==> src/vec_pkg.sv <==
package vec_pkg;

    // one signed fixed-point component, fraction width set by Q_BITS in the units
    typedef logic signed [31:0] q_t;

    typedef struct packed {
        q_t x;
        q_t y;
        q_t z;
    } vec3_t;

    typedef enum logic {
        OP_DOT   = 1'b0,
        OP_CROSS = 1'b1
    } vec_op_e;

    // 201 bits
    typedef struct packed {
        vec_op_e     op;
        logic [7:0]  tag;
        vec3_t       a;
        vec3_t       b;
    } vec_cmd_t;

    // 105 bits, dot results carry the scalar in value.x
    typedef struct packed {
        vec_op_e     op;
        logic [7:0]  tag;
        vec3_t       value;
    } vec_result_t;

    // full 64-bit product, arithmetic shift floors toward minus infinity
    function automatic q_t q_mul(
        input q_t          a,
        input q_t          b,
        input int unsigned shift
    );
        logic signed [63:0] prod;
        prod = a * b;                   // operands sign-extend to 64 bits
        return q_t'(prod >>> shift);    // keep low 32 bits
    endfunction

endpackage
==> src/op_dispatch.sv <==
module op_dispatch import vec_pkg::*; (
    input  logic     clock,
    input  logic     reset,

    input  vec_cmd_t cmd_head,
    input  logic     cmd_empty,
    output logic     cmd_rd_en,

    output vec_cmd_t cmd,
    output logic     dot_issue,
    output logic     cross_issue,
    input  logic     dot_busy,
    input  logic     cross_busy
);

    logic [1:0] busy;       // indexed by vec_op_e
    logic [1:0] pending;    // issued last cycle, unit busy not up yet
    logic [1:0] free;
    vec_op_e    head_op;

    assign head_op = cmd_head.op;

    assign busy[OP_DOT]   = dot_busy;
    assign busy[OP_CROSS] = cross_busy;

    assign free = ~busy & ~pending;

    // head of line blocks even if the other unit is idle
    assign cmd_rd_en = !cmd_empty && free[head_op];

    assign dot_issue   = pending[OP_DOT];
    assign cross_issue = pending[OP_CROSS];

    always_ff @(posedge clock or posedge reset) begin
        if (reset) begin
            pending <= '0;
        end else begin
            pending <= '0;
            if (cmd_rd_en) begin
                pending[head_op] <= 1'b1;
            end
        end
    end

    // issue register, follows the pop by one edge
    always_ff @(posedge clock) begin
        if (cmd_rd_en) begin
            cmd <= cmd_head;
        end
    end

endmodule

==> config.mk <==
export PLATFORM = sky130hd
export DESIGN_NAME = op_dispatch
export DESIGN_NICKNAME = d
export VERILOG_FILES = /design/src/vec_pkg.sv /design/src/op_dispatch.sv
export SDC_FILE = /design/constraint.sdc
export NUM_CORES = 1
export LEC_CHECK = 0
export BUFFER_PORTS_ARGS = -buffer_cell sky130_fd_sc_hd__buf_2
export CORE_AREA = 5 5 157 159
export DETAILED_ROUTE_END_ITERATION = 8
export DIE_AREA = 0 0 162 164
export PLACE_DENSITY = 0.55
export SLEW_MARGIN = 15
export SYNTH_ARGS = -nofsm -noshare
export SYNTH_HDL_FRONTEND = slang
export SYNTH_SLANG_ARGS = --single-unit
export TNS_END_PERCENT = 30
==> constraint.sdc <==
create_clock -name clock -period 9.7 [get_ports clock]
set_input_delay 1.94 -clock clock [delete_from_list [all_inputs] [get_ports clock]]
set_output_delay 1.94 -clock clock [all_outputs]
set_load 0.02 [all_outputs]
* Yosys cells after proc, flatten, opt, wreduce, memory -nomap -nowiden *
Index checks and enable logic that the tools add are counted.
W data, S select, Z words.

storage, ports and cells
  register bits after elaboration = 203
  bits in latches = 0
  bits in writable memories = 0
  ROM bits = 0
  input port bits = 206
  output and inout port bits = 204
  logic and storage cells = 22
  memories = 0

operators by class
  add/sub/neg operators = 0
  $mul = 0
  divide/modulo/power cells = 0
  order comparisons = 2
  equal/unequal tests = 0
  shift operators = 0
  mux-type cells = 5
  bitwise gates (word level) = 3
  reductions and logical operators = 3

operators with widths
  cell                  number
  $not A2 Y2            2
  $mux W1               3
  $and A2 B2 Y2         1
  $logic_and A1 B1 Y1   2
  $lt A1 B2 Y1 const B  1
  $mux W2               1
  $demux W1 S1          1
  $ge A1 B1 Y1 const B  1
  $logic_not A1 Y1      1

* Depth between registers and ports, before layout *
  depth in word-level cells = 6
  gate-level depth with buffers = 2

* Worst setup path before layout *
OpenSTA, ideal clock, no wires.

  kind = in2out
  from = input cross_busy
  to = output cmd_rd_en
  data arrival time = 6769 ps
  setup slack = 991 ps
  stages = 2
  path buffers = 0
  cells stage by stage = nor4b_2 or2_1

between the ends
  longest elaborated chain between the ends = 5

ends and longest elaborated chain
  element                                     RTL line           text
  from (decl)                                 op_dispatch.sv:13  input logic cross_busy
  $not A2 Y2                                  op_dispatch.sv:26  assign free = ~busy & ~pending;
  $and A2 B2 Y2                               op_dispatch.sv:26
  $mux W1 (implied by the code) (2 in a row)  op_dispatch.sv:29  assign cmd_rd_en = !cmd_empty && free[head_op];
  $logic_and A1 B1 Y1                         op_dispatch.sv:29
  to (decl)                                   op_dispatch.sv:7   output logic cmd_rd_en,

No other way between the ends. The select of a mux whose other input is x is not followed.

* Worst setup path after layout *
  from = input cmd_head[200] in the netlist's numbering
  to = output cmd_rd_en

between the ends
  longest elaborated chain between the ends = 3

ends and longest elaborated chain
  element                                     RTL line           text
  from (decl)                                 op_dispatch.sv:5   input vec_cmd_t cmd_head,
  $mux W1 (implied by the code) (2 in a row)  op_dispatch.sv:29
  $logic_and A1 B1 Y1                         op_dispatch.sv:29

No other way between the ends. The select of a mux whose other input is x is not followed.

==> metrics.sh <==
YOSYS_WARNINGS=0
DRT_DRC_VIOLATIONS_LEFT=0
P_TOTAL_uW=1970
POWER.DENSITY_mW_PER_MM2=213
TRITONCTS='done'
VIA_COUNT=3708
STD_CELL_ROWS=56
CLOCK-SKEW-FINAL_PS=5.53
DESIGN.DIE.AREA_MM2=0.0266
RUN_STATUS='complete, no violations'
DETAILEDROUTE.FIRSTPASSITERATIONCOUNT=4
AREA_GROWTH_SYNTH_TO_FINISH_PCT=50.8
REPORT.FINAL.SETUP_VIOL=0
WORST_MARGIN_PIN_SLEW_PS=989
WORSTSKEWPAIRLATENCY_PS=490
DRT_WL_TOTAL_MM=16.7
PIN_COUNT_OF_THE_BIGGEST_NET_ENTERING_GLOBAL_ROUTING=76
SYNTHCELLS=207
FLOORPLAN.INITIALDENSITY_PCT=26.5
SYN-CELL-AREA_MM2=0.00612
END_KIND='output port'
TOTAL_LEAKAGE_POWER_uW=0.00386
ANTENNA_VIOLATIONS_BEFORE_REPAIR=5
GRT_UTIL_ALL_LAYERS_PCT=11.5
HTREEDEPTH=1
ANT_NETS=0
POST_DRT_WL_PER_CELL_UM=17.7
INITIAL_DRC_COUNT=172
GRT_PASS1_WL_MM=23.0
SYNTH_CELL_TYPES=6
RSZ_0062_RAISED_AFTER_GLOBAL_ROUTING='no'
TIMING_WORST_SETUP_PATH_TYPE='in2out'
POST_ROUTE_CELLS_DRIVE_ABOVE_1_SHARE_PCT=67.6
GRT.OVERFLOW.TOTAL=0
CTS_BUFFERS=22
SYNTH_SEQUENTIAL_AREA_RATIO_PCT=99.4
BOUNDARYPINS=410
DP_HPWL_MM=12.9
DIE_WIDTH_UM=162
WORST-PATH-MAX-FANOUT=66
SYNTH.FF_LATCH_COUNT=203
NUM_ANTENNA_CELLS=0
WORST_SETUP_HOLD_PATH_CLK_SLEW_PS=60
SETUP-TNS-FINAL_PS=0
CLOCK_TREE_ROOT_BUFFER_CELL='clkbuf_16'
LEADING_POST_SYNTHESIS_CELLS_BY_CELL_AREA='edfxtp_1 (99%), dfrtp_1 (0.82%), nor4b_2 (0.25%)'
TIMING.FINAL.MAX_SLEW_VIOLATIONS=0
MAX_CAP_VIOL_COUNT=0
POST-ROUTE-PERIOD-UTIL_PCT=55.6
SYNTH_LARGEST_TYPE_AREA_FRACTION_PCT=98.6
FINALHOLDVIOLCOUNT=0
WORSTPATHARRIVAL_PS=3450
DATA_REQUIRED_CRITICAL_PATH_PS=7760
CP_STARTPOINT_KIND='input port'
NUM-NETS-FINAL=848
POST_CTS_RESIZED=0
CTS-HOLD-FIX-BUFFERS=0
MAX-CLOCK-PATH-BUFFERS=3
SLEW_HEADROOM_PCT=34.0
CORE_AREA_MM2=0.0231
DETAIL_ROUTE.VIAS_PER_CELL=3.91
CLOCK-SINKS=203
SYNTH.LARGEST_AREA_CELL='edfxtp_1'
GLOBALPLACE.CONGESTION=0.777
GRT_PASS1_VIAS=3903
MAXCLOCKFREQUENCY_GHz=0.185
IO_BUFFER_COUNT=409
PATH_CATEGORY_OF_THE_WORST_MIN_DELAY_CHECK='reg2reg'
PERIOD_MINUS_SLACK_PS=5390
DIE_Y_UM=164
IR_DROP_mV=0.126
SYN-NUM-NETS=413
POST_CTS_BUFFERS=0
AVGSYNTHCELLAREA_UM2=29.6
FILLER_CELL_COUNT=2167
-- cell usage in the layout (no fill, tap or decap), drive strengths merged --
| cell | netlist | routed |
|---|---|---|
| bufinv | 0 | 1 |
| dfrtp | 2 | 2 |
| clkinv | 0 | 8 |
| inv | 1 | 1 |
| nor4b | 1 | 1 |
| clkbuf | 0 | 28 |
| clkinvlp | 0 | 3 |
| or2 | 1 | 1 |
| nor4 | 1 | 1 |
| buf | 0 | 411 |
| edfxtp | 201 | 201 |
-- through the flow --
stage               hold WS (ps)  utilization (%)  area (um^2)  cells  setup slack [ps]
CTS                          451             39.9         9230    948              4280
floorplan                    542                -         6120    207               991
detailed placement           431             37.0         8550    908              4260
global placement             432             37.0         8550    908              4310
global route                 462             39.9         9230    948              4180
finish                       449             39.9         9230    948              4310
-- cell families after synthesis --
group | share of synthesized area (%)
buffers and inverters | 0.0612
flip-flops | 99.4
AND/OR/NAND/NOR | 0.552
-- worst max-delay path, stage by stage --
cell and delay (ps):
buf_2 110, nor4_2 300, or2_4 780, buf_2 310
-- report_power, final --
group	internal (uW)	leakage, uW	switching, uW	total, uW
logic	55.8	0.00164	104	159
clock network	460	0.000326	323	783
registers	1020	0.00190	8.88	1030
-- cell type report --
cell class              count  area, um^2  share of cell area [%]
clock buffers              28         594                    6.44
clock inverters            12        87.6                   0.949
inverters                   1        3.75                  0.0407
multi-input cells           3        36.3                   0.393
flip-flops and latches    203        6090                    65.9
well taps                 290         363                    3.93
repair buffers            411        2060                    22.3
-- per-layer routing --
metal	vias to the layer above	wire length, um	track usage (%)
li1	1717	-	-
met4	10	359	3.81
met1	1694	5970	12.6
met2	251	8140	19.5
met3	36	2190	5.57
met5	-	80	0
-- cells in the mapped netlist --
library cell / number
nor4b_2: 1
or2_1: 1
dfrtp_1: 2
inv_1: 1
edfxtp_1: 201
nor4_2: 1
-- final timing paths --
check	from	end	slack, ps	cells after the start
max	cmd_head[200]	cmd_rd_en	4310	4
min	pending[0]	pending[0]	450	1
max reg2reg	pending[1]	cmd[181]	6860	3
min reg2reg	pending[0]	pending[0]	450	1
max in group asynchronous	reset	pending[1]	8290	2
min in group asynchronous	reset	pending[0]	1300	2
-- state kept, by name (all words and copies together), names as in the netlist --
| name | cells |
|---|---|
| pending | 2 |
| cmd | 201 |
No activity file was read; power rests on OpenSTA's default activity.
