`config.mk`:
```
export PLATFORM = sky130hd
export DESIGN_NAME = result_arbiter
export DESIGN_NICKNAME = d
export VERILOG_FILES = /design/src/vec_pkg.sv /design/src/result_arbiter.sv
export SDC_FILE = /design/constraint.sdc
export NUM_CORES = 1
export LEC_CHECK = 0
export BUFFER_PORTS_ARGS = -buffer_cell sky130_fd_sc_hd__buf_4
export CAP_MARGIN = 10
export CORE_AREA = 8 8 120 122
export CTS_CLUSTER_SIZE = 10
export DETAILED_ROUTE_END_ITERATION = 16
export DIE_AREA = 0 0 128 130
export GPL_TIMING_DRIVEN = 1
export PLACE_DENSITY = 0.55
export SLEW_MARGIN = 20
export SYNTH_ARGS = -nofsm -noshare
export SYNTH_HDL_FRONTEND = slang
export SYNTH_SLANG_ARGS = --single-unit
```
`constraint.sdc`:
```
create_clock -name clock -period 1.48 [get_ports clock]
set_input_delay 0.148 -clock clock [delete_from_list [all_inputs] [get_ports clock]]
set_output_delay 0.148 -clock clock [all_outputs]
set_load 0.05 [all_outputs]
```
`src/vec_pkg.sv`:
```
package vec_pkg;

    // one signed fixed-point component, fraction width set by Q_BITS in the units
    typedef logic signed [31:0] q_t;

    typedef struct packed {
        q_t x;
        q_t y;
        q_t z;
    } vec3_t;

    typedef enum logic {
        OP_DOT   = 1'b0,
        OP_CROSS = 1'b1
    } vec_op_e;

    // 201 bits
    typedef struct packed {
        vec_op_e     op;
        logic [7:0]  tag;
        vec3_t       a;
        vec3_t       b;
    } vec_cmd_t;

    // 105 bits, dot results carry the scalar in value.x
    typedef struct packed {
        vec_op_e     op;
        logic [7:0]  tag;
        vec3_t       value;
    } vec_result_t;

    // full 64-bit product, arithmetic shift floors toward minus infinity
    function automatic q_t q_mul(
        input q_t          a,
        input q_t          b,
        input int unsigned shift
    );
        logic signed [63:0] prod;
        prod = a * b;                   // operands sign-extend to 64 bits
        return q_t'(prod >>> shift);    // keep low 32 bits
    endfunction

endpackage
```
`src/result_arbiter.sv`:
```
module result_arbiter import vec_pkg::*; (
    input  logic        clock,
    input  logic        reset,

    input  logic        dot_req,
    input  vec_result_t dot_result,
    input  logic        cross_req,
    input  vec_result_t cross_result,
    output logic        dot_grant,
    output logic        cross_grant,

    input  logic        result_full,
    output logic        wr_en,
    output vec_result_t data
);

    vec_op_e last_op;       // unit granted most recently
    logic    pick_cross;

    // cross wins alone, or on a tie when dot went last
    assign pick_cross = cross_req && (!dot_req || last_op == OP_DOT);

    assign dot_grant   = !result_full && dot_req && !pick_cross;
    assign cross_grant = !result_full && pick_cross;

    assign wr_en = dot_grant || cross_grant;
    assign data  = pick_cross ? cross_result : dot_result;

    always_ff @(posedge clock or posedge reset) begin
        if (reset) begin
            last_op <= OP_CROSS;            // dot wins the first tie
        end else if (dot_grant) begin
            last_op <= OP_DOT;
        end else if (cross_grant) begin
            last_op <= OP_CROSS;
        end
    end

endmodule

```
* After elaboration in Yosys (flattened, before gate mapping)
Cells that the tools add are included.
** Word-level totals
- Register bits :: 1
- Output and inout bits :: 108
- Word-level logic and storage cells :: 15
** Cells by class
- Mux-type cells :: 3
- Bitwise gates (word level) :: 1
- Reductions and logical operators :: 10
** Operator list (count)
- $mux W105 :: 1
- $logic_and A1 B1 Y1 :: 4
- $logic_not A1 Y1 :: 3
- $logic_or A1 B1 Y1 :: 2
- $mux W1 :: 2
- $reduce_bool A2 Y1 :: 1
- $not A1 Y1 :: 1

* Logic depth before layout (Yosys ltp)
Gate-level depths: netlist of the first run.
- Depth in word-level cells :: 6
- Mapped depth :: 4
- Gate-level depth less buffers :: 2

* Worst setup path after synthesis of the first run
Ideal clock, no wire load.
- Path kind :: register -> output
- From :: register last_op
- To :: output port dot_grant
- Data arrival time :: 1.725 ns
- Path slack :: -0.393 ns
- Cell stages (with the launch flop) :: 3
- Path through :: dfstp_2 > inv_1 > a21boi_0
** Between the ends
- Longest elaborated chain between the ends :: 5
** Ends and longest elaborated chain
- start, declared :: line result_arbiter.sv:17 : vec_op_e last_op;
- start signal, assigned :: line result_arbiter.sv:31 : last_op <= OP_CROSS;
- start signal, assigned :: line result_arbiter.sv:33 : last_op <= OP_DOT;
- start signal, assigned :: line result_arbiter.sv:35 : last_op <= OP_CROSS;
- $not A1 Y1 :: line result_arbiter.sv:21 : assign pick_cross = cross_req && (!dot_req || last_op == OP_DOT);
- $logic_or A1 B1 Y1 :: line result_arbiter.sv:21
- $logic_and A1 B1 Y1 :: line result_arbiter.sv:21
- $logic_not A1 Y1 :: line result_arbiter.sv:23 : assign dot_grant = !result_full && dot_req && !pick_cross;
- $logic_and A1 B1 Y1 :: line result_arbiter.sv:23
- end, declared :: line result_arbiter.sv:9 : output logic dot_grant,
No other way between the ends.

==> metrics.log, run 1 <==
INFO  metric seq_area = approximately 26 sq um
INFO  metric viasPerCell = 3.86
INFO  metric leakage = 2.33 nW
INFO  metric internal-power = 1.32 mW
INFO  metric power_density = 603 nW/um^2
INFO  metric reg2reg_slack = 550 ps
INFO  metric seq_power_share = about 1.4%
INFO  metric timing_worst_setup_path_type = flop to primary output
INFO  metric status = finished with violations
INFO  metric globalplace.congestion = 0.836
INFO  metric timing.critical_path.from = last_op$_DFFE_PP1P_
INFO  metric finish.utilization = between 30% and 40%
INFO  metric layout.cells.most_common = buf_4
INFO  metric timing.final.ws_setup = -128 ps
INFO  metric max_reg_flops = 1
INFO  metric worst_ep_arrival_time = 1460 ps
INFO  metric wire_length_of_the_first_global_routing_pass = 16.3 mm
INFO  metric multiInputGateArea = 1300 sq um
INFO  metric post_dp_cell_area = 3970 sq um
INFO  metric fin_crit = 1610 ps
INFO  metric post-layout-total-power = 2.80 mW
INFO  metric critical_path.reg2reg.endpoint = last_op$_DFFE_PP1P_
INFO  metric yosys_register_bits = 1
INFO  metric die_h = between 100 and 150 um
INFO  metric drv.max_cap_violation_count = 0
INFO  metric timing.reg2reg.worst_path_depth = 3
INFO  metric syn_area = 1380 sq um
INFO  metric die_width = 128 um
INFO  metric die_area = 16600 sq um
INFO  metric post_synth.cell_area_avg = 10.9 sq um
INFO  metric globalRouteOverflowTotal = 0
INFO  metric setup_violations = roughly 110
INFO  metric worstMarginPinSlew = 137 ps
INFO  metric top_family_by_delay_on_critical_path = buffers and inverters
INFO  metric maximum_number_of_pins_on_one_net_before_global_route_repair = 25
INFO  metric critical_path_buf_inv_count = 4
INFO  metric final_layout_size_suffix_gt1_share = a little over nine tenths
INFO  metric drt_iter0_drc = 25
INFO  metric timing.critical_path.mode_cell = buf_12
INFO  metric hold_path_class = input pin to asynchronous set/reset pin
INFO  metric grt_setup_unrepaired = yes
INFO  metric num_antenna_cells = 0
INFO  metric grt_pass1_vias = 2811
INFO  metric violations = negative setup slack
INFO  metric yosysWarnings = 0
INFO  metric grtUsageTotal = 12.6%
INFO  metric placedCellCount = between 600 and 700
INFO  metric skew = 0 ps
INFO  metric post_route_drc_violation_count = 0
INFO  metric ant_nets = 0
INFO  metric regMostFlops = last_op
INFO  metric layout.cells.most_common_list = buf_4, mux2_2, buf_6, mux2_4, buf_8
INFO  metric report.final.hold_viol_count = 0
INFO  metric initial_utilization = 11.1%
INFO  metric placement.io_buffers = 322
INFO  metric worst_ir_drop_vdd = 328 uV
INFO  metric crit-reg2reg-launch = last_op$_DFFE_PP1P_
INFO  metric drt_pre_antenna_iters = 2
INFO  metric finish.instance_area = between 4000 and 5000 sq um
INFO  metric num_rows = 41
INFO  metric core-area = approximately 12000 sq um
INFO  metric largest_registers = last_op: 1 flops
INFO  metric vias = 2425
INFO  metric critical_path_required = about 1300 ps
INFO  metric worstSkewPairLatency = 0 ps
INFO  metric critPathLaunchType = flop
INFO  metric final_net_count = 673
INFO  metric fill_cells = 1285
INFO  metric synth_cell_types = 13
INFO  metric detail_route.wirelength = about 12 mm
INFO  metric antenna_violations_before_repair = 0
INFO  metric syn_nets = 342
INFO  metric stdcell_count = 628
INFO  metric i_o_pin_count = around 320
INFO  metric setup_crit_end_kind = primary output
INFO  metric final-max-slew-violation-count = 0
INFO  metric path_cells = a21boi_4 > buf_12 > buf_12 > clkbuf_16 > mux2_2 > buf_6
INFO  metric synthToLayoutAreaGrowth = 236%
INFO  metric postSynthCellCount = 127
INFO  metric clkSlewWorstSetupHoldPaths = 0 ps
INFO  metric fmax = 622 MHz
INFO  metric clockPowerShare = 0%
INFO  metric fraction_of_power_spent_switching_nets = 53.0%
INFO  metric wire_per_inst = 19.2 um
INFO  metric worst_path_max_delay_cell = dfstp_2
INFO  metric max_slew_margin = 90.6%
INFO  metric max_stage_delay = ~530 ps
INFO  metric net_switching = 1.49 mW
INFO  metric layout_worst_path_cycle_share = 109%
INFO  metric critical_path_peak_fanout = 6
INFO  metric synth-seq-area-share = around 1.9%
INFO  metric dpl.hpwl = 9.78 mm
INFO  metric logic_gate_share_of_total_power = 98.6%
==> cell type report <==
type	count	share of cell area, %
Timing Repair Buffer	340	66.7
Tap cell	172	4.63
Multi-Input combinational cell	113	27.9
Inverter	2	0.162
Sequential cell	1	0.566
==> cells by family after synthesis <==
| logic type | after synthesis | share of synthesized area [%] |
|---|---|---|
| muxes | 106 | 86.2 |
| AOI/OAI and AO/OA | 3 | 2.26 |
| buffers and inverters | 13 | 8.14 |
| DFF | 1 | 1.90 |
| and+or+nand+nor | 4 | 1.45 |
==> worst max-delay path by stage <==
stage	slack, ps	to	cells after the start
final	-130	data[26]	6
after global routing	-160	data[71]	6
after CTS	-140	data[92]	6
after detailed placement	-190	data[12]	4
after global placement	-150	data[12]	4
after floorplan	-5	dot_grant	2
==> Yosys cell counts <==
master	count	area [sq um]
mux2_2	55	619
mux2_1	50	563
buf_6	6	67.6
buf_4	5	37.5
inv_1	2	7.51
nor2_1	2	7.51
a21boi_0	1	7.51
a21boi_4	1	18.8
a21oi_1	1	5.00
dfstp_2	1	26.3
mux2i_1	1	10.0
nand2b_1	1	6.26
nor2b_1	1	6.26
==> stage by stage <==
step | hold slack, ps | TNS [ps] | setup WS (ps)
after floorplan | 37.7 | -5.30 | -5.30
after global placement | 171 | -9950 | -153
after detailed placement | 169 | -12410 | -185
after CTS | 170 | -10600 | -140
after global routing | 181 | -12650 | -163
final | 163 | -8490 | -128
==> timing repair <==
action,CTS,global route
gates resized for setup,99,16
gates cloned,5,3
setup endpoints to repair,105,105
hold buffers,0,0
setup buffers,6,0
pin swaps,1,1
==> power groups by stage <==
stage,Combinational [mW],Sequential (mW),Clock (mW)
2_1_floorplan,1.48,0.0382,0
3_3_place_gp,2.38,0.0389,0
3_5_place_dp,2.38,0.0395,0
4_1_cts,2.71,0.0385,0
5_1_grt,2.87,0.0392,0
6_report,2.77,0.0382,0
==> layer usage <==
metal / vias up / wire length [um] / global-route usage (%)
li1: 1147 / - / -
met1: 1097 / 4170 / 12.4
met2: 181 / 6400 / 25.4
met3: 0 / 1510 / 5.26
met4: 0 / 0 / 0
met5: - / 0 / 0
Power figures use the tool's default switching activity.
==> inputs of run 2 (changes only) <==
Settings changed: PLACE_DENSITY 0.55 to 0.58, SETUP_SLACK_MARGIN from default to 0.15.
==> run 2 against run 1 <==
Against the previous run:
- the run still ends with negative setup slack left
- fmax up 3.3%
- critical path depth shrank 1
- sequential share of layout area unchanged
- sequential power fell by 1%
- sequential cell count unchanged
- core utilization is the same
- first-iteration DRC count is 40% higher
- die area did not move
- worst setup slack gained 51 ps
- combinational power is essentially flat
- final cell count is 0.32% higher
- wire length is 8.3% lower
==> metrics.log, run 2 (same netlist as run 1, synthesis figures left out) <==
INFO  metric status = finished with violations (unchanged)
INFO  metric violations = negative setup slack (unchanged)
INFO  metric final-max-slew-violation-count = 0 (unchanged)
INFO  metric seq_area = 26.3 sq um (unchanged)
INFO  metric final_layout_size_suffix_gt1_share = 98.3% (was 98.0%)
INFO  metric critical_path_buf_inv_count = 3 (was 4)
INFO  metric leakage = 2.43 nW (was 2.33 nW)
INFO  metric initial_utilization = 11.1% (unchanged)
INFO  metric seq_power_share = 1.4% (about the same)
INFO  metric detail_route.wirelength = 11.1 mm (was 12.1 mm)
INFO  metric fin_crit = 1560 ps (was 1610 ps)
INFO  metric grt_pass1_vias = 2809 (was 2811)
INFO  metric net_switching = 1.47 mW (was 1.49 mW)
INFO  metric regMostFlops = last_op (unchanged)
INFO  metric worstSkewPairLatency = 0 ps (about the same)
INFO  metric critPathLaunchType = flop (unchanged)
INFO  metric hold_path_class = input pin to asynchronous set/reset pin (unchanged)
INFO  metric layout_worst_path_cycle_share = 105% (was 109%)
INFO  metric max_stage_delay = 530 ps (about the same)
INFO  metric clkSlewWorstSetupHoldPaths = 0 ps (about the same)
INFO  metric grtUsageTotal = 11.6% (was 12.6%)
INFO  metric fin_tns_setup = -5030 ps (was -8490 ps)
INFO  metric pre_cts_slack = -116 ps (was -185 ps)
INFO  metric num_antenna_cells = 0 (unchanged)
INFO  metric max_reg_flops = 1 (unchanged)
INFO  metric worst_ir_drop_vdd = 261 uV (was 328 uV)
INFO  metric final_net_count = 675 (was 673)
INFO  metric post_route_drc_violation_count = 0 (unchanged)
INFO  metric multiInputGateArea = 1440 sq um (was 1300 sq um)
INFO  metric num_rows = 41 (unchanged)
INFO  metric worst_path_max_delay_cell = dfstp_2 (unchanged)
INFO  metric timing.final.ws_setup = -77.0 ps (was -128 ps)
INFO  metric report.final.hold_viol_count = 0 (unchanged)
INFO  metric drt_pre_antenna_iters = 4 (was 2)
INFO  metric core-area = 12400 sq um (unchanged)
INFO  metric critical_path_required = 1330 ps (about the same)
INFO  metric worst_ep_arrival_time = 1410 ps (was 1460 ps)
INFO  metric grt_setup_unrepaired = yes (unchanged)
INFO  metric critical_path_peak_fanout = 19 (was 6)
INFO  metric postCtsSetupBuffers = 0 (was 6)
INFO  metric i_o_pin_count = 323 (unchanged)
INFO  metric antenna_violations_before_repair = 0 (unchanged)
INFO  metric globalRouteOverflowTotal = 0 (unchanged)
INFO  metric internal-power = 1.31 mW (was 1.32 mW)
INFO  metric maximum_number_of_pins_on_one_net_before_global_route_repair = 22 (was 25)
INFO  metric skew = 0 ps (unchanged)
INFO  metric dpl.hpwl = 9.96 mm (was 9.78 mm)
INFO  metric die_area = 16600 sq um (unchanged)
INFO  metric viasPerCell = 3.80 (was 3.86)
INFO  metric fraction_of_power_spent_switching_nets = 53.0% (about the same)
INFO  metric cts_resized = 92 (was 99)
INFO  metric placement.io_buffers = 322 (unchanged)
INFO  metric setup_violations = 99 (was 105)
INFO  metric top_family_by_delay_on_critical_path = flip-flops (was buffers and inverters)
INFO  metric drv.max_cap_violation_count = 0 (unchanged)
INFO  metric power_density = 599 nW/um^2 (was 603 nW/um^2)
INFO  metric wire_per_inst = 17.6 um (was 19.2 um)
INFO  metric ant_nets = 0 (unchanged)
INFO  metric drt_iter0_drc = 35 (was 25)
INFO  metric vias = 2397 (was 2425)
INFO  metric layout.cells.most_common_list = buf_4, buf_6, mux2_2, mux2_4, buf_12 (was buf_4, mux2_2, buf_6, mux2_4, buf_8)
INFO  metric synthToLayoutAreaGrowth = 236% (unchanged)
INFO  metric layout.cells.most_common = buf_4 (unchanged)
INFO  metric largest_registers = last_op: 1 flops (unchanged)
INFO  metric fill_cells = 1260 (was 1285)
INFO  metric logic_gate_share_of_total_power = 98.6% (about the same)
INFO  metric cts_hold_buf = 0 (unchanged)
INFO  metric wire_length_of_the_first_global_routing_pass = 15.6 mm (was 16.3 mm)
INFO  metric clockPowerShare = 0% (about the same)
INFO  metric worstMarginPinSlew = 133 ps (was 137 ps)
INFO  metric fmax = 642 MHz (was 622 MHz)
INFO  metric die_h = 130 um (unchanged)
INFO  metric die_width = 128 um (unchanged)
INFO  metric path_cells = a21boi_4 > buf_12 > buf_4 > mux2_4 > buf_6 (was a21boi_4 > buf_12 > buf_12 > clkbuf_16 > mux2_2 > buf_6)
INFO  metric max_slew_margin = 90.9% (was 90.6%)
INFO  metric timing_worst_setup_path_type = flop to primary output (unchanged)
INFO  metric globalplace.congestion = 0.858 (was 0.836)
INFO  metric setup_crit_end_kind = primary output (unchanged)
## run 2: changes by cell type in the layout (fill, tap and decap cells not counted), sizes merged
cell / delta
buf: +5
clkbuf: -3
## run 2: cell type report
class | count | area share, %
multi-input combinational | 113 | 30.9
timing repair buffer | 342 | 63.7
tap | 172 | 4.63
sequential | 1 | 0.566
inverter | 2 | 0.162
## run 2: worst reg2reg max path, cell delays in order (launching register included)
cell and delay (ps):
dfstp_2 530, buf_4 110, inv_1 60, mux2i_1 150
## run 2: per-stage QoR
stage	total power [mW]	instances	hold WS [ps]	utilization, %	area, sq um
after global routing	2.88	630	175	37.4	4650
after floorplan	1.62	127	37.7	-	1570
after global placement	2.57	630	159	34.5	4290
after detailed placement	2.60	630	160	34.5	4290
final	2.78	630	156	37.4	4650
after CTS	2.80	630	160	37.3	4630
## run 2: metal layers
layer,vias to the layer above,track usage (%),routed length [um]
met4,0,0.629,68
li1,1139,-,-
met1,1112,11.0,3500
met3,6,4.20,1180
met2,140,24.2,6330
met5,-,0,0
## run 2: final timing paths
check | slack (ps) | startpoint | to | depth (start not counted)
max | -80 | last_op$_DFFE_PP1P_ | data[31] | 5
min in group clock | 450 | result_full | last_op$_DFFE_PP1P_ | 3
min reg2reg | 680 | last_op$_DFFE_PP1P_ | last_op$_DFFE_PP1P_ | 3
max reg2reg | 550 | last_op$_DFFE_PP1P_ | last_op$_DFFE_PP1P_ | 3
min | 160 | reset | last_op$_DFFE_PP1P_ | 2
max in group asynchronous | 1300 | reset | last_op$_DFFE_PP1P_ | 2
## run 2: power by group through the flow
stage	Combinational (mW)	Sequential, mW	Clock, mW
after global placement	2.53	0.0381	0
after detailed placement	2.56	0.0379	0
final	2.74	0.0378	0
after CTS	2.76	0.0379	0
after global routing	2.85	0.0386	0
after floorplan	1.58	0.0382	0
