--- config.mk ---
export PLATFORM = sky130hd
export DESIGN_NAME = sync_fifo
export DESIGN_NICKNAME = d
export VERILOG_FILES = /design/src/sync_fifo.sv
export SDC_FILE = /design/constraint.sdc
export NUM_CORES = 1
export LEC_CHECK = 0
export BUFFER_PORTS_ARGS = -buffer_cell sky130_fd_sc_hd__clkbuf_2
export CORE_ASPECT_RATIO = 0.6
export CORE_MARGIN = 2
export CORE_UTILIZATION = 55
export DETAILED_ROUTE_END_ITERATION = 7
export PLACE_DENSITY = 0.75
export SYNTH_ARGS = -nofsm -noshare
export SYNTH_HDL_FRONTEND = slang
export SYNTH_SLANG_ARGS = --single-unit
--- constraint.sdc ---
create_clock -name clock -period 2.9 [get_ports clock]
set_input_delay 0.29 -clock clock [delete_from_list [all_inputs] [get_ports clock]]
set_output_delay 0.29 -clock clock [all_outputs]
set_load 0.03 [all_outputs]
--- src/sync_fifo.sv ---
module sync_fifo #(
    parameter type payload_t  = logic [7:0],
    parameter int  FIFO_DEPTH = 16
) (
    input  logic     clock,
    input  logic     reset,

    input  logic     wr_en,
    input  payload_t din,
    output logic     full,

    input  logic     rd_en,
    output payload_t dout,
    output logic     empty
);

    localparam int PTR_W = (FIFO_DEPTH > 1) ? $clog2(FIFO_DEPTH) : 1;
    localparam int CNT_W = $clog2(FIFO_DEPTH + 1);

    payload_t           mem [FIFO_DEPTH];
    logic [PTR_W-1:0]   wr_ptr;
    logic [PTR_W-1:0]   rd_ptr;
    logic [CNT_W-1:0]   count;
    logic               do_write;
    logic               do_read;

    // wraps at FIFO_DEPTH so depth need not be a power of two
    function automatic logic [PTR_W-1:0] ptr_inc(input logic [PTR_W-1:0] ptr);
        if (ptr == PTR_W'(FIFO_DEPTH - 1)) begin
            return '0;
        end
        return ptr + 1'b1;
    endfunction

    assign full     = (count == CNT_W'(FIFO_DEPTH));
    assign empty    = (count == '0);
    assign do_write = wr_en && !full;
    assign do_read  = rd_en && !empty;

    assign dout = mem[rd_ptr];          // show-ahead head entry

    always_ff @(posedge clock or posedge reset) begin
        if (reset) begin
            wr_ptr <= '0;
            rd_ptr <= '0;
            count  <= '0;
        end else begin
            if (do_write) begin
                wr_ptr <= ptr_inc(wr_ptr);
            end
            if (do_read) begin
                rd_ptr <= ptr_inc(rd_ptr);
            end
            case ({do_write, do_read})
                2'b10:   count <= count + 1'b1;
                2'b01:   count <= count - 1'b1;
                default: count <= count;
            endcase
        end
    end

    always_ff @(posedge clock) begin
        if (do_write) begin
            mem[wr_ptr] <= din;
        end
    end

endmodule

Yosys cells after proc, flatten, opt, wreduce, memory -nomap -nowiden
Memories as Yosys holds them, arrays and structs flattened.
Index checks and enable logic that the tools add are counted.
{ "totals": {"regBits": 13, "elab_cells": 30, "output_inout_bits": 10, "mem_count": 1, "ram_bits": 128} }
{ "memory_table": {"columns": ["memory", "depth", "width", "read_ports", "rd_clocked_by_memory_dff", "wr", "line", "rtl"], "rows": [
  ["mem", 16, 8, 1, 0, 1, "20", "payload_t mem [FIFO_DEPTH];"]
]} }
{ "classes": {"addsub": 4, "n_reduce_logical": 6, "n_eq_ne": 5, "mux": 11} }
{ "ops": {"columns": ["op", "n"], "rows": [
  ["$mux W4", 4],
  ["$pmux W5 S2", 1],
  ["$add A4 B1 Y4 const B", 2],
  ["$eq A4 B4 Y1 const B", 2],
  ["$mux W1", 6],
  ["$add A5 B1 Y5 const B", 1],
  ["$eq A5 B5 Y1 const B", 1],
  ["$logic_not A5 Y1", 1],
  ["$sub A5 B1 Y5 const B", 1],
  ["$eq A2 B1 Y1 const B", 1],
  ["$eq A2 B2 Y1 const B", 1],
  ["$logic_and A1 B1 Y1", 2],
  ["$logic_not A1 Y1", 2],
  ["$reduce_bool A2 Y1", 1]
]} }

Longest topological paths before layout
Gate-level depths: netlist of the first run.
{ "logic_depth": {"word_depth": 5, "ltp_mapped": 10, "mapped_depth_nobuf": 9} }

Least setup slack after synthesis of the first run
Ideal clock, no wire load.
{ "synth_timing": {"path_kind": "reg-to-reg", "from": "register count[0]", "to": "register count[4]", "t_required_ps": 2774, "slack_ps": -79, "arrival_time_ps": 2853, "synth_period_minus_slack_ps": 2979, "stages_incl_launch_ff": 10, "cell_sequence": "dfrtp_1 -> or4_4 -> o21ai_4 -> inv_4 -> ha_1 -> fa_1 -> a21o_1 -> a2111oi_0 -> a31oi_1 -> a311o_1"} }
{ "synth_between": {"elab_chain_len": 5, "word_cells_on_any_way": 12} }
{ "synth_rtl": {"columns": ["item", "line", "rtl"], "rows": [
  ["start, declared", "23", "logic [CNT_W-1:0] count;"],
  ["start signal, assigned", "55", "2'b10: count <= count + 1'b1;"],
  ["start signal, assigned", "56", "2'b01: count <= count - 1'b1;"],
  ["start signal, assigned", "57", "default: count <= count;"],
  ["$logic_not A5 Y1 (*)", "36", "assign empty = (count == '0);"],
  ["$logic_not A1 Y1 (*)", "38", "assign do_read = rd_en && !empty;"],
  ["$logic_and A1 B1 Y1 (*)", "38", null],
  ["net do_read", "25", "logic do_read;"],
  ["$eq A2 B1 Y1 / $eq A2 B2 Y1 (equally long branches)", "54", "case ({do_write, do_read})"],
  ["$pmux W5 S2 / $reduce_bool A2 Y1 (equally long branches)", null, null]
]} }
Mark *: on every way through the listed nets, which the timed path passes. The rest lies on a longest branch.
A chain may end at the register's enable or synchronous reset.

Worst setup path in the final report of the first run
{ "layout_timing": {"from": "register count[3]", "to": "register count[4]"} }
The elaborated chain is that of the path after synthesis.

==> reports/results.env, run 1 <==
REPORT.FINAL.SLEW_VIOL_COUNT=0
YS_WARN_COUNT=0
WORST_EP_REQUIRED_TIME_NS=3.20
START_KIND='register'
SHARE_OF_SYNTHESIZED_FLIP_FLOPS_WITH_AN_ASYNCHRONOUS_SET_OR_RESET_PCT=9.22
ANTENNA_VIOLATIONS_BEFORE_REPAIR=0
SYNTHFLOPTYPE='sky130_fd_sc_hd__edfxtp_1'
CTS_SETUP_BUFFERS=0
CRIT_TYPE='reg -> reg'
DRC=0
NET_COUNT_OF_THE_MAPPED_NETLIST=360
SYNTH-EDFF-COUNT=128
CLOCK_POWER_SHARE_PCT=33.4
DRIVE_GT1_SHARE_PCT=22.7
NUMCLOCKSINKS=141
WORST_PATH_LARGEST_CELL_DELAY_NS=0.51
CELLPOWERDENSITY_nW_PER_UM2=1060
POWER.LEAKAGE_uW=0.00243
COMBINATIONALPOWERSHARE_PCT=29.4
PORT_BUFFERS=21
CRITICAL_PATH.MAX_FANOUT=8
DESIGN.DIE.AREA_UM2=11500
ANTENNA_CELLS=0
P_SWITCHING_uW=2320
NUM_VIAS=3039
CRITICAL_PATH.ENDPOINT_TYPE='register'
ROWS=29
DESIGN.PORTCOUNT=22
CELL_INTERNAL_PWR_uW=4960
SYNTHDOMINANTCELLAREASHARE_PCT=65.6
MAX_RAIL_DROP_VDD_V=0.000633
AVGVIACOUNTPERCELL=5.81
YS_SEQ_ELEMENTS=141
PERIOD_SHARE_PCT=95.9
INITIAL_UTILIZATION_PCT=55.9
DETAIL-ROUTE-ANTENNA-NETS=0
WORST_SLEW_MARGIN_REL_PCT=47.5
FILL_CELLS=700
TIMING.CRITICAL_PATH.ARRIVAL_NS=3.08
CLOCK_TREE.BUFFER_DEPTH=2
R2R_START='count[3]'
SYNTH_TOP_CELL_BY_AREA='sky130_fd_sc_hd__edfxtp_1'
GRT_PASS1_WL_UM=17100
WORSTMARGINPINSLEW_NS=0.785
AREAGROWTHSYNTHTOFINISH_PCT=16.8
MIN_PERIOD_NS=2.78
CTS_TREE='done'
AVERAGE_CELL_AREA_AFTER_SYNTHESIS_UM2=17.3
GRT_PASS1_VIAS=2966
NUMCTSBUFFERS=17
CLK-INSERTION-DELAY-LATE_NS=0.42
MIN_PATH_TYPE='in -> reg'
GRT_SETUP_UNREPAIRED='true'
CP_CELL_SEQUENCE='or4_4 > o21ai_4 > inv_4 > ha_4 > fa_2 > a21o_1 > a2111oi_4 > a31oi_1 > a311o_1'
WHS_NS=0.238
FMAX_MHz=360
DRT_FIRST_ITER_VIOLATIONS=276
DP_HPWL_UM=7160
YS_TYPES=45
LAYOUT.NETS=394
DRT_FIRST_PASS_ITERS=5
CRITPATHLAUNCH='count[3]'
WORST-PATH-BUF-INV=1
SYNTH.CELL_AREA_UM2=5860
PIN_COUNT_OF_THE_BIGGEST_NET_ENTERING_GLOBAL_ROUTING=38
DETAIL_ROUTE.WL_PER_CELL_UM=21.1
CLOCK_SLEW_AT_THE_REGISTER_CLOCK_PINS_OF_THE_WORST_SETUP_AND_HOLD_PATHS_NS=0.06
HTREE_LEVELS=4
YOSYS.CELL_COUNT.TOP_TYPE='sky130_fd_sc_hd__edfxtp_1'
TIMING.FINAL.SETUP_VIOLATIONS=0
FLOORPLAN.DIE.HEIGHT_UM=84.0
SWITCHING_SHARE_PCT=31.9
HOLD_VIOL=0
SEQUENTIALPOWERSHARE_PCT=37.2
FLOORPLAN.CORE_AREA_UM2=10500
TIMING.CLOCK.SKEW_NS=0.00708
MAX_CAPACITANCE_VIOLATION_COUNT=0
DIE_X_UM=137
GRT_OVERFLOW=0
TIMING.HOLD.WORST.START='rd_en'
CRIT_FAMILY='compound AO/OA/AOI/OAI gates'
FINISH.UTILIZATION_PCT=65.3
CLOCKROOTBUFFER='sky130_fd_sc_hd__clkbuf_16'
WIRELENGTH_UM=11000
YS_TOP_CELLS_BY_AREA='sky130_fd_sc_hd__edfxtp_1 66%, sky130_fd_sc_hd__dfrtp_1 5.6%, sky130_fd_sc_hd__mux2i_1 5.5%, sky130_fd_sc_hd__mux4_1 4.0%, sky130_fd_sc_hd__mux4_2 2.7%'
CRITPATHSLOWESTCELL='sky130_fd_sc_hd__or4_4'
GLOBALROUTETOTALUTIL_PCT=21.2
SYNTH_SEQUENTIAL_AREA_RATIO_PCT=71.1
OUTCOME='finished, final reports clean'
POSTSYNTHCELLCOUNT=338
LEADING_POST_SYNTHESIS_CELLS_BY_INSTANCE_COUNT='128 x sky130_fd_sc_hd__edfxtp_1, 32 x sky130_fd_sc_hd__mux2i_1, 21 x sky130_fd_sc_hd__nand2_1'
GP_ROUTABILITY_CONGESTION=0.861
==> cell families after synthesis <==
| group | after synthesis | synth area share (%) |
|---|---|---|
| compound gates | 51 | 6.36 |
| flops | 141 | 71.1 |
| fa+ha+maj | 10 | 2.26 |
| mux | 50 | 12.6 |
| xor+xnor | 5 | 0.747 |
| buf+inv | 26 | 2.67 |
| simple gates | 55 | 4.25 |
==> metal layers <==
layer  up-vias  share of wire [%]  track usage (%)
met5         -                  0                0
met4         0                1.3             7.87
met3        13                6.7             6.31
met2        93                 43             28.4
met1      1516                 49             33.0
li1       1417                  -                -
==> tightest hold or removal path: cells and delay by family <==
| family | cells | cell delay [ns] |
|---|---|---|
| simple gates | 2 | 0.11 |
| compound gates | 1 | 0.07 |
| buf+inv | 2 | 0.15 |
==> worst paths after layout <==
path	end	depth (start not counted)	slack, ns
hold / removal	rd_ptr[1]	5	0.24
hold reg to reg	count[2]	2	0.58
max in group asynchronous	rd_ptr[0]	3	2.08
setup reg to reg	count[4]	9	0.12
setup / recovery	count[4]	9	0.12
min in group asynchronous	count[1]	3	0.43
==> repair_timing <==
| action | CTS | global route |
|---|---|---|
| gates resized for setup | 0 | 6 |
| hold buffers | 1 | 0 |
| hold endpoints to repair | 13 | 0 |
| endpoints found under the setup margin | 0 | 3 |
==> power by group through the flow <==
stage / Clock (µW) / Combinational, µW / Sequential, µW
final: 2430 / 2140 / 2700
after global routing: 2540 / 2320 / 2730
after floorplan: 0 / 1680 / 2600
after global placement: 0 / 2070 / 2720
after CTS: 2450 / 2120 / 2700
after detailed placement: 0 / 2110 / 2740
==> cell usage in the layout (no fill, tap or decap), types with 3 or more instances in the layout <==
master / count
sky130_fd_sc_hd__edfxtp_1: 128
sky130_fd_sc_hd__mux2i_1: 32
sky130_fd_sc_hd__nand2_1: 21
sky130_fd_sc_hd__clkbuf_2: 21
sky130_fd_sc_hd__clkbuf_16: 17
sky130_fd_sc_hd__nor2_1: 15
sky130_fd_sc_hd__buf_4: 12
sky130_fd_sc_hd__o21ai_0: 11
sky130_fd_sc_hd__dfrtp_1: 11
sky130_fd_sc_hd__mux4_1: 9
sky130_fd_sc_hd__a22oi_1: 8
sky130_fd_sc_hd__o211ai_1: 8
sky130_fd_sc_hd__ha_1: 8
sky130_fd_sc_hd__mux4_2: 7
sky130_fd_sc_hd__a221oi_1: 7
sky130_fd_sc_hd__bufinv_16: 6
sky130_fd_sc_hd__xnor2_1: 5
sky130_fd_sc_hd__inv_1: 5
sky130_fd_sc_hd__nor3_1: 5
sky130_fd_sc_hd__a21o_1: 4
sky130_fd_sc_hd__clkinvlp_4: 4
sky130_fd_sc_hd__nand3_1: 3
==> stage by stage <==
stage	total power (µW)	TNS [ns]	area [µm²]	instances	setup slack, ns
3_3_place_gp	4790	0	6130	491	0.0903
6_report	7270	0	6850	523	0.119
5_1_grt	7600	-0.0343	6850	523	-0.0343
4_1_cts	7270	0	6810	523	0.0199
2_1_floorplan	4280	0	5870	338	0.0320
3_5_place_dp	4850	0	6130	491	0.0342
==> sequential cells by signal (all words and copies together) (netlist names) <==
name	flops
wr_ptr	4
mem	128
rd_ptr	4
count	5
==> area by class of cell <==
| cell class | count | area [µm²] | share of cell area (%) |
|---|---|---|---|
| Clock buffer | 17 | 425 | 6.21 |
| Sequential cell | 141 | 4170 | 60.9 |
| Multi-Input combinational cell | 171 | 1580 | 23.1 |
| Tap cell | 139 | 174 | 2.54 |
| Clock inverter | 14 | 241 | 3.53 |
| Timing Repair Buffer | 35 | 225 | 3.29 |
| Inverter | 6 | 25.0 | 0.366 |
Power figures use the tool's default switching activity.
==> run 2: changes to the inputs <==
--- a/config.mk
+++ b/config.mk
@@ -5,12 +5,13 @@
 export SDC_FILE = /design/constraint.sdc
 export NUM_CORES = 1
 export LEC_CHECK = 0
+export ABC_AREA = 1
 export BUFFER_PORTS_ARGS = -buffer_cell sky130_fd_sc_hd__clkbuf_2
 export CORE_ASPECT_RATIO = 0.6
 export CORE_MARGIN = 2
-export CORE_UTILIZATION = 55
+export CORE_UTILIZATION = 56
 export DETAILED_ROUTE_END_ITERATION = 7
-export PLACE_DENSITY = 0.75
+export PLACE_DENSITY = 0.76
 export SYNTH_ARGS = -nofsm -noshare
 export SYNTH_HDL_FRONTEND = slang
 export SYNTH_SLANG_ARGS = --single-unit
==> run 2 against run 1 <==
Power down 0.37%. Maximum frequency is 11% higher. Critical endpoint is now dout[6]. Largest cell class unchanged. Final cell count is 63% higher. Combinational power rose by 16%. Worst hold slack hardly changed. First-iteration DRC count rose by 68%. Critical path type is now reg -> out. Sequential share of layout area decreased by 3.6 points. Design area increased by 6.3%. Critical path depth shrank 3. Clock power is 12% lower.
==> reports/results.env, run 2 <==
OUTCOME='finished, final reports clean'  # unchanged
REPORT.FINAL.SLEW_VIOL_COUNT=0  # unchanged
GRT_OVERFLOW=0  # unchanged
CRITICAL_PATH.ENDPOINT_TYPE='output port'  # was register
LAYOUT.CELLS.MOST_COMMON='sky130_fd_sc_hd__nand2_1'  # was sky130_fd_sc_hd__edfxtp_1
SEQUENTIALPOWERSHARE_PCT=36.2  # was 37.2%
SWITCHING_SHARE_PCT=37.6  # was 31.9%
WORSTMARGINPINSLEW_NS=0.888  # was 0.785 ns
CP_CELL_SEQUENCE='nor2_1 > nand2_1 > nand2_1 > inv_1 > nand2_1 > clkbuf_2'  # was or4_4 > o21ai_4 > inv_4 > ha_4 > fa_2 > a21o_1 > a2111oi_4 > a31oi_1 > a311o_1
DRC=0  # unchanged
FLOORPLAN.CORE_AREA_UM2=11300  # was 10500 µm²
LARGEST_REGISTER_FF_COUNT=128  # unchanged
YS_SEQ_ELEMENTS=141  # unchanged
HOLD_VIOL=0  # unchanged
NUM_VIAS=4463  # was 3039
ANTENNA_CELLS=0  # unchanged
CELL_INTERNAL_PWR_uW=4520  # was 4960 µW
AREAGROWTHSYNTHTOFINISH_PCT=12.7  # was 16.8%
PIN_COUNT_OF_THE_BIGGEST_NET_ENTERING_GLOBAL_ROUTING=68  # was 38
LEADING_POST_SYNTHESIS_CELLS_BY_INSTANCE_COUNT='228 x sky130_fd_sc_hd__nand2_1, 137 x sky130_fd_sc_hd__inv_1, 128 x sky130_fd_sc_hd__edfxtp_1'  # was 128 x sky130_fd_sc_hd__edfxtp_1, 32 x sky130_fd_sc_hd__mux2i_1, 21 x sky130_fd_sc_hd__nand2_1
CTS_TREE='done'  # unchanged
SYNTHFLOPTYPE='sky130_fd_sc_hd__edfxtp_1'  # unchanged
PERIOD_SHARE_PCT=86.6  # was 95.9%
CRIT_TYPE='reg -> out'  # was reg -> reg
DRT_FIRST_ITER_VIOLATIONS=465  # was 276
WIRELENGTH_UM=14000  # was 11000 µm
DETAIL-ROUTE-ANTENNA-NETS=0  # unchanged
DIE_X_UM=143  # was 137 µm
FIN_TNS_SETUP_NS=0  # unchanged
WORST-PATH-BUF-INV=2  # was 1
DESIGN.DIE.AREA_UM2=12400  # was 11500 µm²
DRT_FIRST_PASS_ITERS=7  # was 5
LARGEST-REGISTER='mem'  # unchanged
MAX_CAPACITANCE_VIOLATION_COUNT=0  # unchanged
CRITPATHSLOWESTCELL='sky130_fd_sc_hd__nor2_1'  # was sky130_fd_sc_hd__or4_4
LARGESTREGISTERS='mem x128, count x5'  # unchanged
START_KIND='register'  # unchanged
POWER.LEAKAGE_uW=0.00336  # was 0.00243 µW
SYNTH.CELL_AREA_UM2=6450  # was 5860 µm²
SYNTH_TOP_CELL_BY_AREA='sky130_fd_sc_hd__edfxtp_1'  # unchanged
DETAIL_ROUTE.WL_PER_CELL_UM=16.4  # was 21.1 µm
NUMCTSBUFFERS=17  # unchanged
NUMCLOCKSINKS=141  # unchanged
CRIT_FAMILY='simple AND/OR/NAND/NOR gates'  # was compound AO/OA/AOI/OAI gates
CLK-INSERTION-DELAY-LATE_NS=0.41  # was 0.42 ns
TIMING.FINAL.SETUP_VIOLATIONS=0  # unchanged
MIN_PERIOD_NS=2.51  # was 2.78 ns
INITIAL_UTILIZATION_PCT=57.3  # was 55.9%
WORST_PATH_MOST_REPEATED_CELL='sky130_fd_sc_hd__nand2_1'
GRT_PASS1_WL_UM=21900  # was 17100 µm
DP_HPWL_UM=8630  # was 7160 µm
DRIVE_GT1_SHARE_PCT=8.87  # was 22.7%
FMAX_MHz=398  # was 360 MHz
ANTENNA_VIOLATIONS_BEFORE_REPAIR=0  # unchanged
P_SWITCHING_uW=2730  # was 2320 µW
GP_ROUTABILITY_CONGESTION=0.888  # was 0.861
NET_COUNT_OF_THE_MAPPED_NETLIST=693  # was 360
TIMING.CLOCK.SKEW_NS=0.00445  # was 0.00708 ns
LAYOUT.NETS=719  # was 394
CLOCKROOTBUFFER='sky130_fd_sc_hd__clkbuf_16'  # unchanged
POST_CTS_RESIZE_COUNT=0  # unchanged
AVGVIACOUNTPERCELL=5.23  # was 5.81
AVERAGE_CELL_AREA_AFTER_SYNTHESIS_UM2=9.62  # was 17.3 µm²
GRT_SETUP_UNREPAIRED='false'  # was true
YOSYS.CELL_COUNT.TOP_TYPE='sky130_fd_sc_hd__nand2_1'  # was sky130_fd_sc_hd__edfxtp_1
SYNTHDOMINANTCELLAREASHARE_PCT=59.6  # was 65.6%
YS_TYPES=21  # was 45
CTS_SETUP_BUFFERS=0  # unchanged
CRITICAL_PATH.MAX_FANOUT=14  # was 8
WORST_PATH_LARGEST_CELL_DELAY_NS=0.62  # was 0.51 ns
DESIGN.PORTCOUNT=22  # unchanged
FILL_CELLS=838  # was 700
MULTI_INPUT_AREA_UM2=1630  # was 1580 µm²
CLOCK_TREE.BUFFER_DEPTH=2  # unchanged
CELLPOWERDENSITY_nW_PER_UM2=997  # was 1060 nW/µm²
WORST_EP_REQUIRED_TIME_NS=2.61  # was 3.20 ns
SHARE_OF_SYNTHESIZED_FLIP_FLOPS_WITH_AN_ASYNCHRONOUS_SET_OR_RESET_PCT=9.22  # unchanged
GRT_PASS1_VIAS=4198  # was 2966
YS_WARN_COUNT=0  # unchanged
GLOBALROUTETOTALUTIL_PCT=24.2  # was 21.2%
HTREE_LEVELS=4  # unchanged
COMBINATIONALPOWERSHARE_PCT=34.4  # was 29.4%
PORT_BUFFERS=21  # unchanged
FLOORPLAN.DIE.HEIGHT_UM=87.2  # was 84.0 µm
TIMING.CRITICAL_PATH.ARRIVAL_NS=2.22  # was 3.08 ns
POSTSYNTHCELLCOUNT=671  # was 338
SYNTH_SEQUENTIAL_AREA_RATIO_PCT=64.6  # was 71.1%
CLOCK_POWER_SHARE_PCT=29.4  # was 33.4%
ROWS=30  # was 29
FINISH.UTILIZATION_PCT=64.6  # was 65.3%
SYNTH-EDFF-COUNT=128  # unchanged
FINAL_CELL_MIX='228 x sky130_fd_sc_hd__nand2_1, 137 x sky130_fd_sc_hd__inv_1, 128 x sky130_fd_sc_hd__edfxtp_1, 90 x sky130_fd_sc_hd__nand3_1, 21 x sky130_fd_sc_hd__clkbuf_2'  # was 128 x sky130_fd_sc_hd__edfxtp_1, 32 x sky130_fd_sc_hd__mux2i_1, 21 x sky130_fd_sc_hd__nand2_1, 21 x sky130_fd_sc_hd__clkbuf_2, 17 x sky130_fd_sc_hd__clkbuf_16
MIN_PATH_TYPE='in -> reg'  # unchanged
MAX_RAIL_DROP_VDD_V=0.000778  # was 0.000633 V
YS_TOP_CELLS_BY_AREA='sky130_fd_sc_hd__edfxtp_1 60%, sky130_fd_sc_hd__nand2_1 13%, sky130_fd_sc_hd__inv_1 8.0%, sky130_fd_sc_hd__nand3_1 7.0%, sky130_fd_sc_hd__dfrtp_1 5.0%'  # was sky130_fd_sc_hd__edfxtp_1 66%, sky130_fd_sc_hd__dfrtp_1 5.6%, sky130_fd_sc_hd__mux2i_1 5.5%, sky130_fd_sc_hd__mux4_1 4.0%, sky130_fd_sc_hd__mux4_2 2.7%
CLOCK_SLEW_AT_THE_REGISTER_CLOCK_PINS_OF_THE_WORST_SETUP_AND_HOLD_PATHS_NS=0.06  # about the same
SEQUENTIAL_CELL_AREA_UM2=4170  # about the same
WORST_SLEW_MARGIN_REL_PCT=40.6  # was 47.5%
-- run 2: cell types whose count changed in the layout (fill, tap and decap cells not counted), moves of 7 or more --
cell	change
sky130_fd_sc_hd__nand2_1	+207
sky130_fd_sc_hd__mux4_2	-7
sky130_fd_sc_hd__a221oi_1	-7
sky130_fd_sc_hd__nand3_1	+87
sky130_fd_sc_hd__inv_1	+132
sky130_fd_sc_hd__o211ai_1	-8
sky130_fd_sc_hd__a22oi_1	-8
sky130_fd_sc_hd__mux2i_1	-32
sky130_fd_sc_hd__mux4_1	-9
-- run 2: layout make-up --
cell class | instances | share of cell area, %
sequential | 141 | 57.3
multi-input combinational | 366 | 22.4
inverter | 142 | 7.33
clock buffer | 18 | 5.90
timing repair buffer | 29 | 2.48
tap | 144 | 2.48
clock inverter | 14 | 2.06
-- run 2: tightest hold or removal path, delay by kind of cell --
kind	cells	cell delay, ns
AOI/OAI and AO/OA	1	0.09
buffers and inverters	1	0.08
and+or+nand+nor	1	0.15
-- run 2: what timing repair did --
action	in CTS	in global routing
endpoints found under the setup margin	0	0
hold endpoints to repair	13	0
hold buffers	1	0
-- run 2: power groups by stage --
stage                     registers (µW)  clock network (µW)  logic, µW
after floorplan                     2600                   0       1850
after global placement              2650                   0       2380
after detailed placement            2660                   0       2450
after CTS                           2620                2160       2490
after global routing                2650                2250       2770
final                               2620                2130       2490
-- run 2: worst paths after layout --
kind,startpoint,endpoint,slack (ns),cells after the start
setup / recovery,rd_ptr[2],dout[6],0.39,6
hold / removal,rd_en,rd_ptr[2],0.24,3
setup reg to reg,count[0],count[4],0.72,12
hold reg to reg,rd_ptr[3],rd_ptr[3],0.53,2
max in group asynchronous,reset,rd_ptr[0],2.11,3
min in group asynchronous,reset,count[1],0.43,3
-- run 2: cell families after synthesis --
group           Yosys count  share of synthesized area [%]
simple gates            341                           21.8
xor+xnor                  5                          0.679
flops                   141                           64.6
fa+ha+maj                10                           2.06
buf+inv                 164                           10.1
compound gates           10                          0.775
-- run 2: through the flow --
step                      worst slack (ns)  instance area (µm²)  total power [µW]  std cells  hold slack (ns)
final                                0.389                 7270              7250        854            0.238
after global routing                 0.236                 7270              7660        854            0.272
after CTS                            0.385                 7270              7270        854            0.226
after detailed placement             0.733                 6680              5110        821            0.315
after global placement               0.825                 6680              5030        821            0.323
after floorplan                      0.932                 6450              4460        671            0.167
-- run 2: metal layers --
| metal | vias to the layer above | GRT usage [%] | wire length, µm |
|---|---|---|---|
| li1 | 2166 | - | - |
| met1 | 2081 | 33.9 | 6190 |
| met2 | 198 | 38.7 | 6510 |
| met3 | 18 | 5.66 | 1160 |
| met4 | 0 | 6.48 | 132 |
| met5 | - | 0 | 0 |
